[config.mk]
export PLATFORM = sky130hd
export DESIGN_NAME = id_ctrl_top
export DESIGN_NICKNAME = d
export VERILOG_FILES = /design/src/id_ctrl_pkg.sv /design/src/id_ctrl_top.sv /design/src/id_debug_track.sv /design/src/id_group_select.sv /design/src/id_inst_queue.sv /design/src/id_uop_issue.sv
export VERILOG_INCLUDE_DIRS = /design/src
export SDC_FILE = /design/constraint.sdc
export NUM_CORES = 1
export LEC_CHECK = 0
export BUFFER_PORTS_ARGS = -buffer_cell sky130_fd_sc_hd__buf_2
export CAP_MARGIN = 0
export CELL_PAD_IN_SITES_DETAIL_PLACEMENT = 0
export CELL_PAD_IN_SITES_GLOBAL_PLACEMENT = 2
export CORE_UTILIZATION = 23
export CTS_BUF_LIST = sky130_fd_sc_hd__clkbuf_4 sky130_fd_sc_hd__clkbuf_8 sky130_fd_sc_hd__clkbuf_16
export DETAILED_ROUTE_END_ITERATION = 8
export PLACE_DENSITY = 0.72
export SLEW_MARGIN = 25
export SYNTH_ARGS = -nofsm -noshare
export SYNTH_HDL_FRONTEND = slang
export SYNTH_SLANG_ARGS = --single-unit
[constraint.sdc]
create_clock -name debug_id_inst_clk -period 4.5 [get_ports debug_id_inst_clk]
set_clock_uncertainty 0.2 [all_clocks]
set_input_delay 0.675 -clock debug_id_inst_clk [delete_from_list [all_inputs] [get_ports debug_id_inst_clk]]
set_output_delay 0.675 -clock debug_id_inst_clk [all_outputs]
set_load 0.05 [all_outputs]
[src/id_ctrl_consts.svh]
//--------------------------------------------------------------------------
// sizing macros for the ID stage controller
//   slot counts of the ID and IR stages
//   width of the per-slot instruction kind code
//--------------------------------------------------------------------------

`ifndef ID_CTRL_CONSTS_SVH
`define ID_CTRL_CONSTS_SVH

// instructions held in the ID stage
`define ID_SLOTS 3

// uop slots in the IR stage
`define IR_SLOTS 4

// kind code from the decode datapath
`define KIND_W 2

`endif

[src/id_ctrl_pkg.sv]
//--------------------------------------------------------------------------
// shared types of the ID stage controller
//   instruction kind, pipedown count, ID and IR valid vectors
//--------------------------------------------------------------------------

`include "id_ctrl_consts.svh"

package id_ctrl_pkg;

  // kind of a decoded ID instruction
  // short split expands to two uops, the others to one
  typedef enum logic [`KIND_W-1:0] {
    kind_normal      = 2'd0,
    kind_split_short = 2'd1,
    kind_fence       = 2'd2
  } inst_kind_e;

  // leading ID instructions that leave this cycle
  // value equals the number of instructions
  typedef enum logic [1:0] {
    pd_none  = 2'd0,
    pd_one   = 2'd1,
    pd_two   = 2'd2,
    pd_three = 2'd3
  } pipedown_cnt_e;

  // one bit per ID slot, slot 0 is the oldest
  typedef logic [`ID_SLOTS-1:0] id_vld_t;

  // one bit per IR uop slot
  typedef logic [`IR_SLOTS-1:0] ir_vld_t;

endpackage

[src/id_ctrl_top.sv]
//--------------------------------------------------------------------------
// ID stage controller top level
//   slot valid queue, group select, uop issue and debug trace
//--------------------------------------------------------------------------

`timescale 1ns/1ps

`include "id_ctrl_consts.svh"

module id_ctrl_top (
  input  logic                        debug_id_inst_clk,
  input  logic                        cpurst_b,
  // instruction buffer side
  input  id_ctrl_pkg::id_vld_t        ib_inst_vld,
  input  logic                        flush_fe,
  input  logic                        cancel,
  // decode datapath kinds
  input  id_ctrl_pkg::inst_kind_e     id_inst_kind [`ID_SLOTS],
  // fence unit
  input  logic                        fence_stall,
  input  logic [2:0]                  fence_inst_vld,
  // IR stage back-pressure
  input  logic                        ir_stall,
  input  logic                        ir_stage_stall,
  // trace enables
  input  logic                        debug_inst_en,
  input  logic                        hpcp_cnt_en,
  // stage state and control
  output id_ctrl_pkg::id_vld_t        id_inst_vld,
  output id_ctrl_pkg::pipedown_cnt_e  pipedown_cnt,
  output logic                        pipedown_stall,
  output logic                        id_stall,
  output logic                        had_pipe_stall,
  output logic                        fence_id_inst_vld,
  // IR stage uop valids
  output id_ctrl_pkg::ir_vld_t        ir_inst_vld,
  // debug and hpcp
  output logic                        debug_pipedown,
  output logic                        hpcp_backend_stall,
  output id_ctrl_pkg::id_vld_t        had_inst_vld
);

  import id_ctrl_pkg::*;

  // slot valid registers
  id_inst_queue i_queue (
    .debug_id_inst_clk (debug_id_inst_clk),
    .cpurst_b          (cpurst_b),
    .ib_inst_vld       (ib_inst_vld),
    .flush_fe          (flush_fe),
    .cancel            (cancel),
    .pipedown_stall    (pipedown_stall),
    .pipedown_cnt      (pipedown_cnt),
    .id_inst_vld       (id_inst_vld)
  );

  // group size and stalls
  id_group_select i_select (
    .id_inst_vld       (id_inst_vld),
    .id_inst_kind      (id_inst_kind),
    .fence_stall       (fence_stall),
    .ir_stall          (ir_stall),
    .ir_stage_stall    (ir_stage_stall),
    .pipedown_cnt      (pipedown_cnt),
    .pipedown_stall    (pipedown_stall),
    .id_stall          (id_stall),
    .had_pipe_stall    (had_pipe_stall),
    .fence_id_inst_vld (fence_id_inst_vld)
  );

  // uop expansion into IR
  id_uop_issue i_issue (
    .id_inst_vld       (id_inst_vld),
    .id_inst_kind      (id_inst_kind),
    .pipedown_cnt      (pipedown_cnt),
    .fence_inst_vld    (fence_inst_vld),
    .ir_inst_vld       (ir_inst_vld)
  );

  // debug and hpcp trace
  id_debug_track i_debug (
    .debug_id_inst_clk  (debug_id_inst_clk),
    .cpurst_b           (cpurst_b),
    .id_inst_vld        (id_inst_vld),
    .id_stall           (id_stall),
    .debug_inst_en      (debug_inst_en),
    .hpcp_cnt_en        (hpcp_cnt_en),
    .debug_pipedown     (debug_pipedown),
    .hpcp_backend_stall (hpcp_backend_stall),
    .had_inst_vld       (had_inst_vld)
  );

endmodule

[src/id_debug_track.sv]
//--------------------------------------------------------------------------
// debug and performance counter trace of issued groups
//   pipedown flag for the hpcp backend stall count
//   replay of the traced slot valids to the debug unit
//--------------------------------------------------------------------------

`timescale 1ns/1ps

module id_debug_track (
  input  logic                  debug_id_inst_clk,
  input  logic                  cpurst_b,
  input  id_ctrl_pkg::id_vld_t  id_inst_vld,
  input  logic                  id_stall,
  // trace enables from debug unit and hpcp
  input  logic                  debug_inst_en,
  input  logic                  hpcp_cnt_en,
  output logic                  debug_pipedown,
  output logic                  hpcp_backend_stall,
  output id_ctrl_pkg::id_vld_t  had_inst_vld
);

  import id_ctrl_pkg::*;

  // slot 0 occupied while somebody is watching
  logic    trace_req;
  logic    pipedown_q;
  id_vld_t trace_vld_q;

  assign trace_req = id_inst_vld[0] && (debug_inst_en || hpcp_cnt_en);

  //------------------------------------------------------------------------
  // traced group left ID
  //------------------------------------------------------------------------
  always_ff @(posedge debug_id_inst_clk or negedge cpurst_b) begin
    if (!cpurst_b) begin
      pipedown_q <= 1'b0;
    end
    else begin
      pipedown_q <= trace_req && !id_stall;
    end
  end

  // slot valids seen while the flag is up, zero otherwise
  always_ff @(posedge debug_id_inst_clk or negedge cpurst_b) begin
    if (!cpurst_b) begin
      trace_vld_q <= '0;
    end
    else begin
      trace_vld_q <= pipedown_q ? id_inst_vld : '0;
    end
  end

  assign debug_pipedown     = pipedown_q;
  // backend counted as stalled unless a group just went down
  assign hpcp_backend_stall = !pipedown_q;
  assign had_inst_vld       = trace_vld_q;

endmodule

[src/id_group_select.sv]
//--------------------------------------------------------------------------
// ID issue group selection
//   per-slot classification into normal, short split and fence
//   pipedown count under the four-uop limit and fence isolation
//   stall outputs to the front end, ID pipeline and debug unit
//--------------------------------------------------------------------------

`timescale 1ns/1ps

`include "id_ctrl_consts.svh"

module id_group_select (
  input  id_ctrl_pkg::id_vld_t        id_inst_vld,
  // kind per slot, meaningful only where the slot is valid
  input  id_ctrl_pkg::inst_kind_e     id_inst_kind [`ID_SLOTS],
  // fence unit busy with slot 0
  input  logic                        fence_stall,
  input  logic                        ir_stall,
  input  logic                        ir_stage_stall,
  output id_ctrl_pkg::pipedown_cnt_e  pipedown_cnt,
  output logic                        pipedown_stall,
  output logic                        id_stall,
  output logic                        had_pipe_stall,
  output logic                        fence_id_inst_vld
);

  import id_ctrl_pkg::*;

  // qualified kind flags, one bit per slot
  id_vld_t is_normal;
  id_vld_t is_short;
  id_vld_t is_fence;
  // slot may travel together with its neighbours
  id_vld_t is_plain;
  logic    any_fence;
  logic    cnt_one;
  logic    cnt_two;
  logic    cnt_three;

  //------------------------------------------------------------------------
  // slot classification
  //------------------------------------------------------------------------
  always_comb begin
    for (int i = 0; i < `ID_SLOTS; i++) begin
      is_normal[i] = id_inst_vld[i] && (id_inst_kind[i] == kind_normal);
      is_short[i]  = id_inst_vld[i] && (id_inst_kind[i] == kind_split_short);
      is_fence[i]  = id_inst_vld[i] && (id_inst_kind[i] == kind_fence);
    end
  end

  assign is_plain  = is_normal | is_short;
  assign any_fence = |is_fence;

  //------------------------------------------------------------------------
  // group size conditions
  //------------------------------------------------------------------------
  // lone fence once the fence unit lets it go,
  // or slot 0 alone when slot 1 is a fence
  assign cnt_one = (is_fence[0] && !fence_stall)
                || (is_plain[0] && is_fence[1]);

  // slots 0 and 1 go, slot 2 is held back by a fence or by uop overflow
  assign cnt_two = is_plain[0] && is_plain[1]
                && (is_fence[2]
                 || (is_short[2] && (is_short[0] || is_short[1]))
                 || (is_normal[2] && is_short[0] && is_short[1]));

  // whole stage fits in four uops and holds no fence
  // also true for an empty stage
  assign cnt_three = !any_fence
                  && !(is_short[2] && (is_short[0] || is_short[1]))
                  && !(id_inst_vld[2] && is_short[0] && is_short[1]);

  always_comb begin
    if (cnt_one) begin
      pipedown_cnt = pd_one;
    end
    else if (cnt_two) begin
      // two before three
      pipedown_cnt = pd_two;
    end
    else if (cnt_three) begin
      pipedown_cnt = pd_three;
    end
    else begin
      pipedown_cnt = pd_none;
    end
  end

  //------------------------------------------------------------------------
  // stalls
  //------------------------------------------------------------------------
  // ID pipeline holds its slots
  assign pipedown_stall = id_inst_vld[0] && (ir_stall || fence_stall);

  // front end may not refill ID
  assign id_stall = id_inst_vld[0] && (ir_stall || (pipedown_cnt != pd_three));

  // debug unit view of a stuck pipe
  assign had_pipe_stall = (id_inst_vld[0] && fence_stall) || ir_stage_stall;

  // fence unit only takes a fence from slot 0
  assign fence_id_inst_vld = is_fence[0];

endmodule

[src/id_inst_queue.sv]
//--------------------------------------------------------------------------
// ID slot valid registers
//   refill from the instruction buffer on a full pipedown
//   shift down by the number of issued instructions otherwise
//   cleared by front-end flush or cancel
//--------------------------------------------------------------------------

`timescale 1ns/1ps

module id_inst_queue (
  input  logic                        debug_id_inst_clk,
  input  logic                        cpurst_b,
  // valids offered by the instruction buffer
  input  id_ctrl_pkg::id_vld_t        ib_inst_vld,
  input  logic                        flush_fe,
  input  logic                        cancel,
  // from the group select logic
  input  logic                        pipedown_stall,
  input  id_ctrl_pkg::pipedown_cnt_e  pipedown_cnt,
  output id_ctrl_pkg::id_vld_t        id_inst_vld
);

  import id_ctrl_pkg::*;

  // current slot contents
  id_vld_t slot_vld_q;
  // contents after this cycle's pipedown
  id_vld_t slot_vld_nxt;

  //------------------------------------------------------------------------
  // next slot contents
  //------------------------------------------------------------------------
  always_comb begin
    case (pipedown_cnt)
      // slot 0 leaves, slots 1 and 2 move down
      pd_one: begin
        slot_vld_nxt = slot_vld_q >> 1;
      end
      // slots 0 and 1 leave, slot 2 becomes slot 0
      pd_two: begin
        slot_vld_nxt = slot_vld_q >> 2;
      end
      // whole group gone or stage empty, take a new group
      pd_three: begin
        slot_vld_nxt = ib_inst_vld;
      end
      // nothing leaves
      default: begin
        slot_vld_nxt = slot_vld_q;
      end
    endcase
  end

  //------------------------------------------------------------------------
  // slot valid registers
  //------------------------------------------------------------------------
  always_ff @(posedge debug_id_inst_clk or negedge cpurst_b) begin
    if (!cpurst_b) begin
      slot_vld_q <= '0;
    end
    else if (flush_fe || cancel) begin
      // flush wins over any stall
      slot_vld_q <= '0;
    end
    else if (!pipedown_stall) begin
      slot_vld_q <= slot_vld_nxt;
    end
    // stalled, hold the slots
  end

  assign id_inst_vld = slot_vld_q;

endmodule

[src/id_uop_issue.sv]
//--------------------------------------------------------------------------
// IR slot valid generation
//   expands the chosen ID group into uop slots
//   short split takes two slots, fence uops come from the fence unit
//--------------------------------------------------------------------------

`timescale 1ns/1ps

`include "id_ctrl_consts.svh"

module id_uop_issue (
  input  id_ctrl_pkg::id_vld_t        id_inst_vld,
  input  id_ctrl_pkg::inst_kind_e     id_inst_kind [`ID_SLOTS],
  input  id_ctrl_pkg::pipedown_cnt_e  pipedown_cnt,
  // fence unit uop valids for IR slots 0 to 2
  input  logic [2:0]                  fence_inst_vld,
  output id_ctrl_pkg::ir_vld_t        ir_inst_vld
);

  import id_ctrl_pkg::*;

  // wide enough to count up to IR_SLOTS uops
  localparam int UOP_W = $clog2(`IR_SLOTS + 1);

  logic             slot0_fence;
  logic [UOP_W-1:0] uop_total;

  assign slot0_fence = id_inst_vld[0] && (id_inst_kind[0] == kind_fence);

  //------------------------------------------------------------------------
  // uop count of the leaving group
  //------------------------------------------------------------------------
  always_comb begin
    uop_total = '0;
    for (int i = 0; i < `ID_SLOTS; i++) begin
      // only slots inside the group, and only valid ones
      if ((i < int'(pipedown_cnt)) && id_inst_vld[i]) begin
        if (id_inst_kind[i] == kind_split_short) begin
          uop_total = uop_total + UOP_W'(2);
        end
        else begin
          uop_total = uop_total + UOP_W'(1);
        end
      end
    end
  end

  //------------------------------------------------------------------------
  // IR valid vector
  //------------------------------------------------------------------------
  always_comb begin
    if (slot0_fence) begin
      // fence owns the IR stage, last slot stays empty
      ir_inst_vld = ir_vld_t'(fence_inst_vld);
    end
    else begin
      // contiguous run of uop_total slots from slot 0
      for (int j = 0; j < `IR_SLOTS; j++) begin
        ir_inst_vld[j] = (j < int'(uop_total));
      end
    end
  end

endmodule

==> results.py, run 1 <==
metrics = {
    "placement": {
        "pre_cts_ws_ps": -274,
        "dp_hpwl_mm": 2.45,
        "postPlaceCellArea_sq_um": 1420,
        "gp_congestion": 0.789,
        "numPortBuffers": 38,
    },
    "cts": {
        "cts_sinks": 7,
        "clkLatencyLatePin_ps": 220,
        "cts_buffers": 3,
        "htreeDepth": 1,
        "cts_root_buf": "clkbuf_8",
        "clk_pin_slew_worst_paths_ps": 40,
        "clk_path_buf_depth": 2,
        "cts_tree": "yes",
    },
    "pwr": {
        "p_comb_share_pct": 53.5,
        "switching_share_pct": 39.0,
        "cellPowerDensity_nw_per_um2": 219,
        "power.switching_mw": 0.137,
        "power.leakage_nw": 0.752,
        "peakVddDrop_uv": 120,
        "clockPowerShare_pct": 26.5,
        "sequentialPowerShare_pct": 20.1,
        "intPower_mw": 0.213,
        "finalPower_mw": 0.350,
    },
    "die": {
        "dieArea_sq_um": 4130,
        "die_h_um": 64.3,
        "core_area_sq_um": 3690,
        "std_cell_rows": 22,
        "io_pins": 39,
        "die_x_um": 64.3,
        "start_util_pct": 24.2,
    },
    "synth": {
        "synth_cell_types": 46,
        "syn_inst": 111,
        "syn_area_per_cell_sq_um": 8.04,
        "syn_nets": 137,
        "async_reset_ff_share_pct": 100,
        "synth-seq-cells": 7,
        "synth.cell_area_sq_um": 892,
        "synthFlopType": "dfrtp_1",
        "synth_edf_count": 0,
        "synth_seq_area_share_pct": 19.6,
        "ys_warn_count": 0,
    },
    "sta": {
        "finalHoldViolCount": 0,
        "slew_headroom_pct": 57.0,
        "finalWorstSetupSlack_ps": -144,
        "grt_setup_unrepaired": "true",
        "finalSetupViolCount": 3,
        "whs_ps": 74.3,
        "period_needed_ps": 4640,
        "slew_viol_final": 0,
        "period_share_pct": 103,
        "tightest_slew_ps": 636,
        "max_freq_ghz": 0.215,
    },
    "cells_and_area": {
        "final_core_util_pct": 43.4,
        "regArea_sq_um": 179,
        "diodes": 0,
        "area_growth_pct": 79.4,
        "fin_area_sq_um": 1600,
        "drive_above_1_share_pct": 56.2,
        "nFillCells": 392,
        "multi_input_area_sq_um": 790,
        "final_net_count": 212,
    },
    "critical_path": {
        "cp.required_ps": 3620,
        "crit_arrival_ps": 3770,
        "worstSetupPathType": "in2out",
        "worst_path_max_delay_cell": "o41a_1",
        "path_cells": "buf_8 -> nand3b_1 -> a211o_1 -> and3_4 -> a21o_4 -> inv_4 -> ha_4 -> nand3b_1 -> inv_2 -> ha_4 -> o21ai_2 -> mux2i_1 -> ha_2 -> nand2b_4 -> mux2i_4 -> o41a_1 -> a41oi_4 -> buf_6",
        "endpoint_kind": "output port",
        "r2r-start": "i_queue.id_inst_vld[2]$_DFFE_PN0P_",
        "crit_path_max_incr_delay_ps": 360,
        "crit_family": "compound AO/OA/AOI/OAI gates",
        "start_kind": "input pin",
        "startpoint": "id_inst_kind[5]",
        "critPathBufInv": 4,
        "cp_max_fo": 3,
    },
    "outcome": {
        "status": "finished with violations",
        "violations": "negative setup slack",
    },
    "route": {
        "routedWlPerCell_um": 12.6,
        "dr.pass1.iters": 4,
        "vias": 1117,
        "post-route-drc-count": 0,
        "ant_nets": 0,
        "vias_per_cell": 4.79,
        "drtIter0Drc": 30,
        "routed_wl_mm": 2.93,
    },
    "job": {
        "drv_cap": 0,
    },
    "global_route": {
        "grt.total_usage_pct": 15.2,
        "grt_max_degree": 10,
        "grt_overflow_total": 0,
        "grt_pass1_vias": 1084,
        "grt_pass1_wl_mm": 4.86,
        "antenna_found_initial": 0,
    },
    "hold_path": {
        "hp-class": "in2async",
    },
}
==> cells in the final DEF (no fill, tap or decap), types with 3 or more instances in the layout <==
cell	synthesis	routed
clkbuf_8	0	3
buf_6	1	4
and2_1	4	4
a21oi_1	8	6
nor2_1	12	11
buf_2	0	32
nand2_1	8	8
dfrtp_1	7	4
nand3_1	3	3
nor3_1	4	3
inv_1	9	7
buf_4	0	35
nand3b_1	6	6
dfrtp_2	0	3
==> cell type report <==
| type | count | share of cell area (%) |
|---|---|---|
| sequential | 7 | 11.2 |
| inverter | 10 | 2.50 |
| clock buffer | 4 | 3.05 |
| tap | 48 | 3.75 |
| multi-input combinational | 92 | 49.3 |
| timing repair buffer | 72 | 30.2 |
==> flip-flops by register name, summed over array words and instances, names as in the netlist <==
register / count
i_debug.had_inst_vld: 3
i_queue.id_inst_vld: 3
i_debug.debug_pipedown: 1
==> power groups by stage <==
stage / combinational [mW] / clock [mW] / sequential, mW
2_1_floorplan: 0.106 / 0 / 0.0800
3_3_place_gp: 0.169 / 0 / 0.0710
3_5_place_dp: 0.171 / 0 / 0.0712
4_1_cts: 0.181 / 0.0950 / 0.0704
5_1_grt: 0.201 / 0.0990 / 0.0708
6_report: 0.187 / 0.0926 / 0.0702
==> cells by family after synthesis <==
kind of cell	after synthesis	synth area share, %
simple gates	51	32.5
mux	2	2.24
fa+ha+maj	5	7.01
flops	7	19.6
compound gates	31	28.2
buf+inv	12	5.89
xor+xnor	3	4.49
==> per-layer routing <==
metal	share of wire, %	vias to the layer above	GRT usage, %
li1	-	561	-
met1	45	518	18.2
met2	48	32	25.7
met3	4.6	6	3.75
met4	2.2	0	5.83
met5	0	-	0
==> cells in the mapped netlist, types with 3 or more instances <==
cell | n | share of area (%)
ha_1 | 5 | 7.0
and2_1 | 4 | 2.8
nand2_1 | 8 | 3.4
nand2b_1 | 3 | 2.1
nor2_1 | 12 | 5.0
dfrtp_1 | 7 | 20
inv_1 | 9 | 3.8
nor3_1 | 4 | 2.2
nand3b_1 | 6 | 5.0
nand3_1 | 3 | 1.7
a21oi_1 | 8 | 4.5
==> what timing repair did <==
action | in CTS | in global routing
setup endpoints to repair | 3 | 4
resized for setup | 12 | 7
hold buffers | 0 | 0
buffers inserted | 4 | 4
pin swaps | 3 | 3
cloned | 0 | 0
==> worst paths after layout <==
kind / endpoint / slack (ps) / cells past startpoint
worst max-delay path: ir_inst_vld[0] / -140 / 18
worst min-delay path: i_debug.debug_pipedown$_DFF_PN0_ / 70 / 1
worst max register to register: i_queue.id_inst_vld[0]$_DFFE_PN0P_ / 1530 / 11
worst min register to register: i_debug.had_inst_vld[1]$_DFF_PN0_ / 310 / 1
max in group asynchronous: i_queue.id_inst_vld[0]$_DFFE_PN0P_ / 3860 / 1
min in group debug_id_inst_clk: i_debug.had_inst_vld[1]$_DFF_PN0_ / 310 / 1
==> per-stage QoR <==
step,TNS [ps],cells
6_report,-372,233
5_1_grt,-879,233
4_1_cts,-375,229
3_5_place_dp,-744,221
3_3_place_gp,-518,221
2_1_floorplan,-174,111
Note: power is estimated with default switching activity, not from simulation.
==> run 2: changes to the inputs <==
- CORE_UTILIZATION: 23 -> 27
- PLACE_DENSITY: 0.72 -> 0.8
- clock period: 4.5 -> 5.6 ns (I/O delays scaled with it)
==> run 2 against run 1 <==
Compared with the run above:
- the flow now finishes without violations
- sequential power decreased by 18%
- wire length is 16% lower
- clock power is 45% lower
- register-to-register slack better by 1100 ps
- hold slack gained 130 ps
- design area down 25%
- die area down 14%
- non-clock buffer count fell by 30
- core utilization decreased by 4.5 points
- via count down 11%
- total power fell by 36%
- critical path type unchanged
- highest routed layer is now met3
==> results.py, run 2 (synthesized netlist as in run 1, its figures left out) <==
metrics = {
    "critical_path": {
        "crit_arrival_ps": 4260,
        "cp.required_ps": 4560,
        "cp_max_fo": 5,
        "rr_worst_depth": 10,
        "crit_path_max_incr_delay_ps": 400,
        "reg2reg_to": "i_queue.id_inst_vld[0]$_DFFE_PN0P_",
        "cpMostUsedCell": "ha_1",
        "endpoint_kind": "output port",
        "worstSetupPathType": "in2out",
        "path_cells": "buf_2 -> nand3b_1 -> a211o_1 -> and3_1 -> a21o_1 -> inv_1 -> ha_1 -> nand3b_1 -> inv_2 -> ha_1 -> o21ai_2 -> mux2i_1 -> ha_1 -> nand2b_1 -> mux2i_1 -> o41a_1 -> a41oi_2 -> buf_2",
        "r2r-start": "i_queue.id_inst_vld[0]$_DFFE_PN0P_",
        "start_kind": "input pin",
        "reg2reg_slack_ps": 2620,
        "worst_path_max_delay_cell": "o41a_1",
    },
    "cells_and_area": {
        "fin_area_sq_um": 1210,
        "final_net_count": 182,
        "fin_cells": 199,
        "nFillCells": 352,
        "diodes": 0,
        "drive_above_1_share_pct": 36.1,
        "area_growth_pct": 35.2,
        "final_common_cell": "buf_2",
        "final_cell_mix": "buf_2, nor2_1, inv_1",
    },
    "sta": {
        "finalSetupViolCount": 0,
        "tightest_slew_ps": 473,
        "finalHoldViolCount": 0,
        "slew_viol_final": 0,
        "grt_setup_unrepaired": "false",
        "finalSetupTns_ps": 0,
        "period_needed_ps": 5300,
        "period_share_pct": 94.6,
        "max_freq_ghz": 0.189,
        "slew_headroom_pct": 67.7,
    },
    "placement": {
        "postPlaceCellArea_sq_um": 1160,
        "numPortBuffers": 38,
        "dp_hpwl_mm": 2.03,
        "dp_cells": 195,
        "gp_congestion": 0.792,
    },
    "cts": {
        "clk_pin_slew_worst_paths_ps": 50,
        "clkLatencyLatePin_ps": 250,
        "cts_sinks": 7,
        "cts_tree": "yes",
        "htreeDepth": 1,
        "ctsResizeCount": 0,
        "clk_path_buf_depth": 2,
        "cts_root_buf": "clkbuf_4",
        "cts_buffers": 3,
        "post_cts_buffers": 0,
        "cts_hold_buf": 0,
    },
    "route": {
        "dr.pass1.iters": 4,
        "routedWlPerCell_um": 12.4,
        "ant_nets": 0,
        "drtIter0Drc": 25,
        "post-route-drc-count": 0,
        "vias": 997,
        "vias_per_cell": 5.01,
        "routed_wl_mm": 2.46,
    },
    "die": {
        "std_cell_rows": 20,
        "die_h_um": 59.5,
        "die_x_um": 59.5,
        "io_pins": 39,
        "dieArea_sq_um": 3540,
        "start_util_pct": 28.8,
        "core_area_sq_um": 3100,
    },
    "global_route": {
        "grt_pass1_vias": 943,
        "grt_overflow_total": 0,
        "grt.total_usage_pct": 14.8,
        "grt_pass1_wl_mm": 4.02,
        "grt_max_degree": 12,
        "antenna_found_initial": 0,
    },
    "pwr": {
        "finalPower_mw": 0.223,
        "power.leakage_nw": 0.598,
        "cellPowerDensity_nw_per_um2": 185,
        "peakVddDrop_uv": 77.8,
    },
    "outcome": {
        "status": "complete, no violations",
    },
    "hold_path": {
        "hp-class": "in2async",
    },
    "job": {
        "drv_cap": 0,
    },
}
[run 2: cell count changes in the layout (fill, tap and decap cells not counted), moves of 3 or more]
cell and change:
buf_6 -4, clkbuf_4 +5, buf_2 +4, clkbuf_8 -3
dfrtp_1 +3, dfrtp_2 -3, buf_4 -31, ha_1 +3
[run 2: worst max-delay path by stage]
stage | start | to
global placement | id_inst_kind[3] | ir_inst_vld[0]
finish | id_inst_kind[3] | ir_inst_vld[0]
CTS | id_inst_kind[3] | ir_inst_vld[3]
global route | id_inst_kind[3] | ir_inst_vld[2]
floorplan | id_inst_kind[1] | ir_inst_vld[0]
detailed placement | id_inst_kind[3] | ir_inst_vld[0]
[run 2: layout make-up]
class                   instances  area, sq um  share of cell area [%]
inverters                      10         37.5                    3.11
clock buffers                   4         30.0                    2.49
multi-input cells              92          683                    56.6
flip-flops and latches          7          175                    14.5
well taps                      44         55.1                    4.56
repair buffers                 42          225                    18.7
[run 2: report_power, final]
part / internal, mW / switching (mW)
combinational: 0.0397 / 0.0755
clock: 0.0320 / 0.0184
sequential: 0.0529 / 0.00462
[run 2: through the flow]
step	setup WS [ps]	hold WS (ps)	utilization, %
3_5_place_dp	189	302	37.5
6_report	300	207	38.9
2_1_floorplan	115	344	-
4_1_cts	177	204	38.4
3_3_place_gp	242	287	37.5
5_1_grt	17.8	209	38.9
[run 2: routing by layer]
layer	track usage, %	up-vias	share of wire [%]
li1	-	501	-
met1	19.9	473	48
met2	24.4	23	48
met3	3.71	0	3.5
met4	2.04	0	0
met5	0	-	0
[run 2: worst max-delay path: cells and delay by family]
kind | cells | cell delay [ps]
muxes | 2 | 300
and+or+nand+nor | 4 | 680
buffers and inverters | 4 | 550
adders and majority gates | 3 | 720
AOI/OAI and AO/OA | 5 | 1160
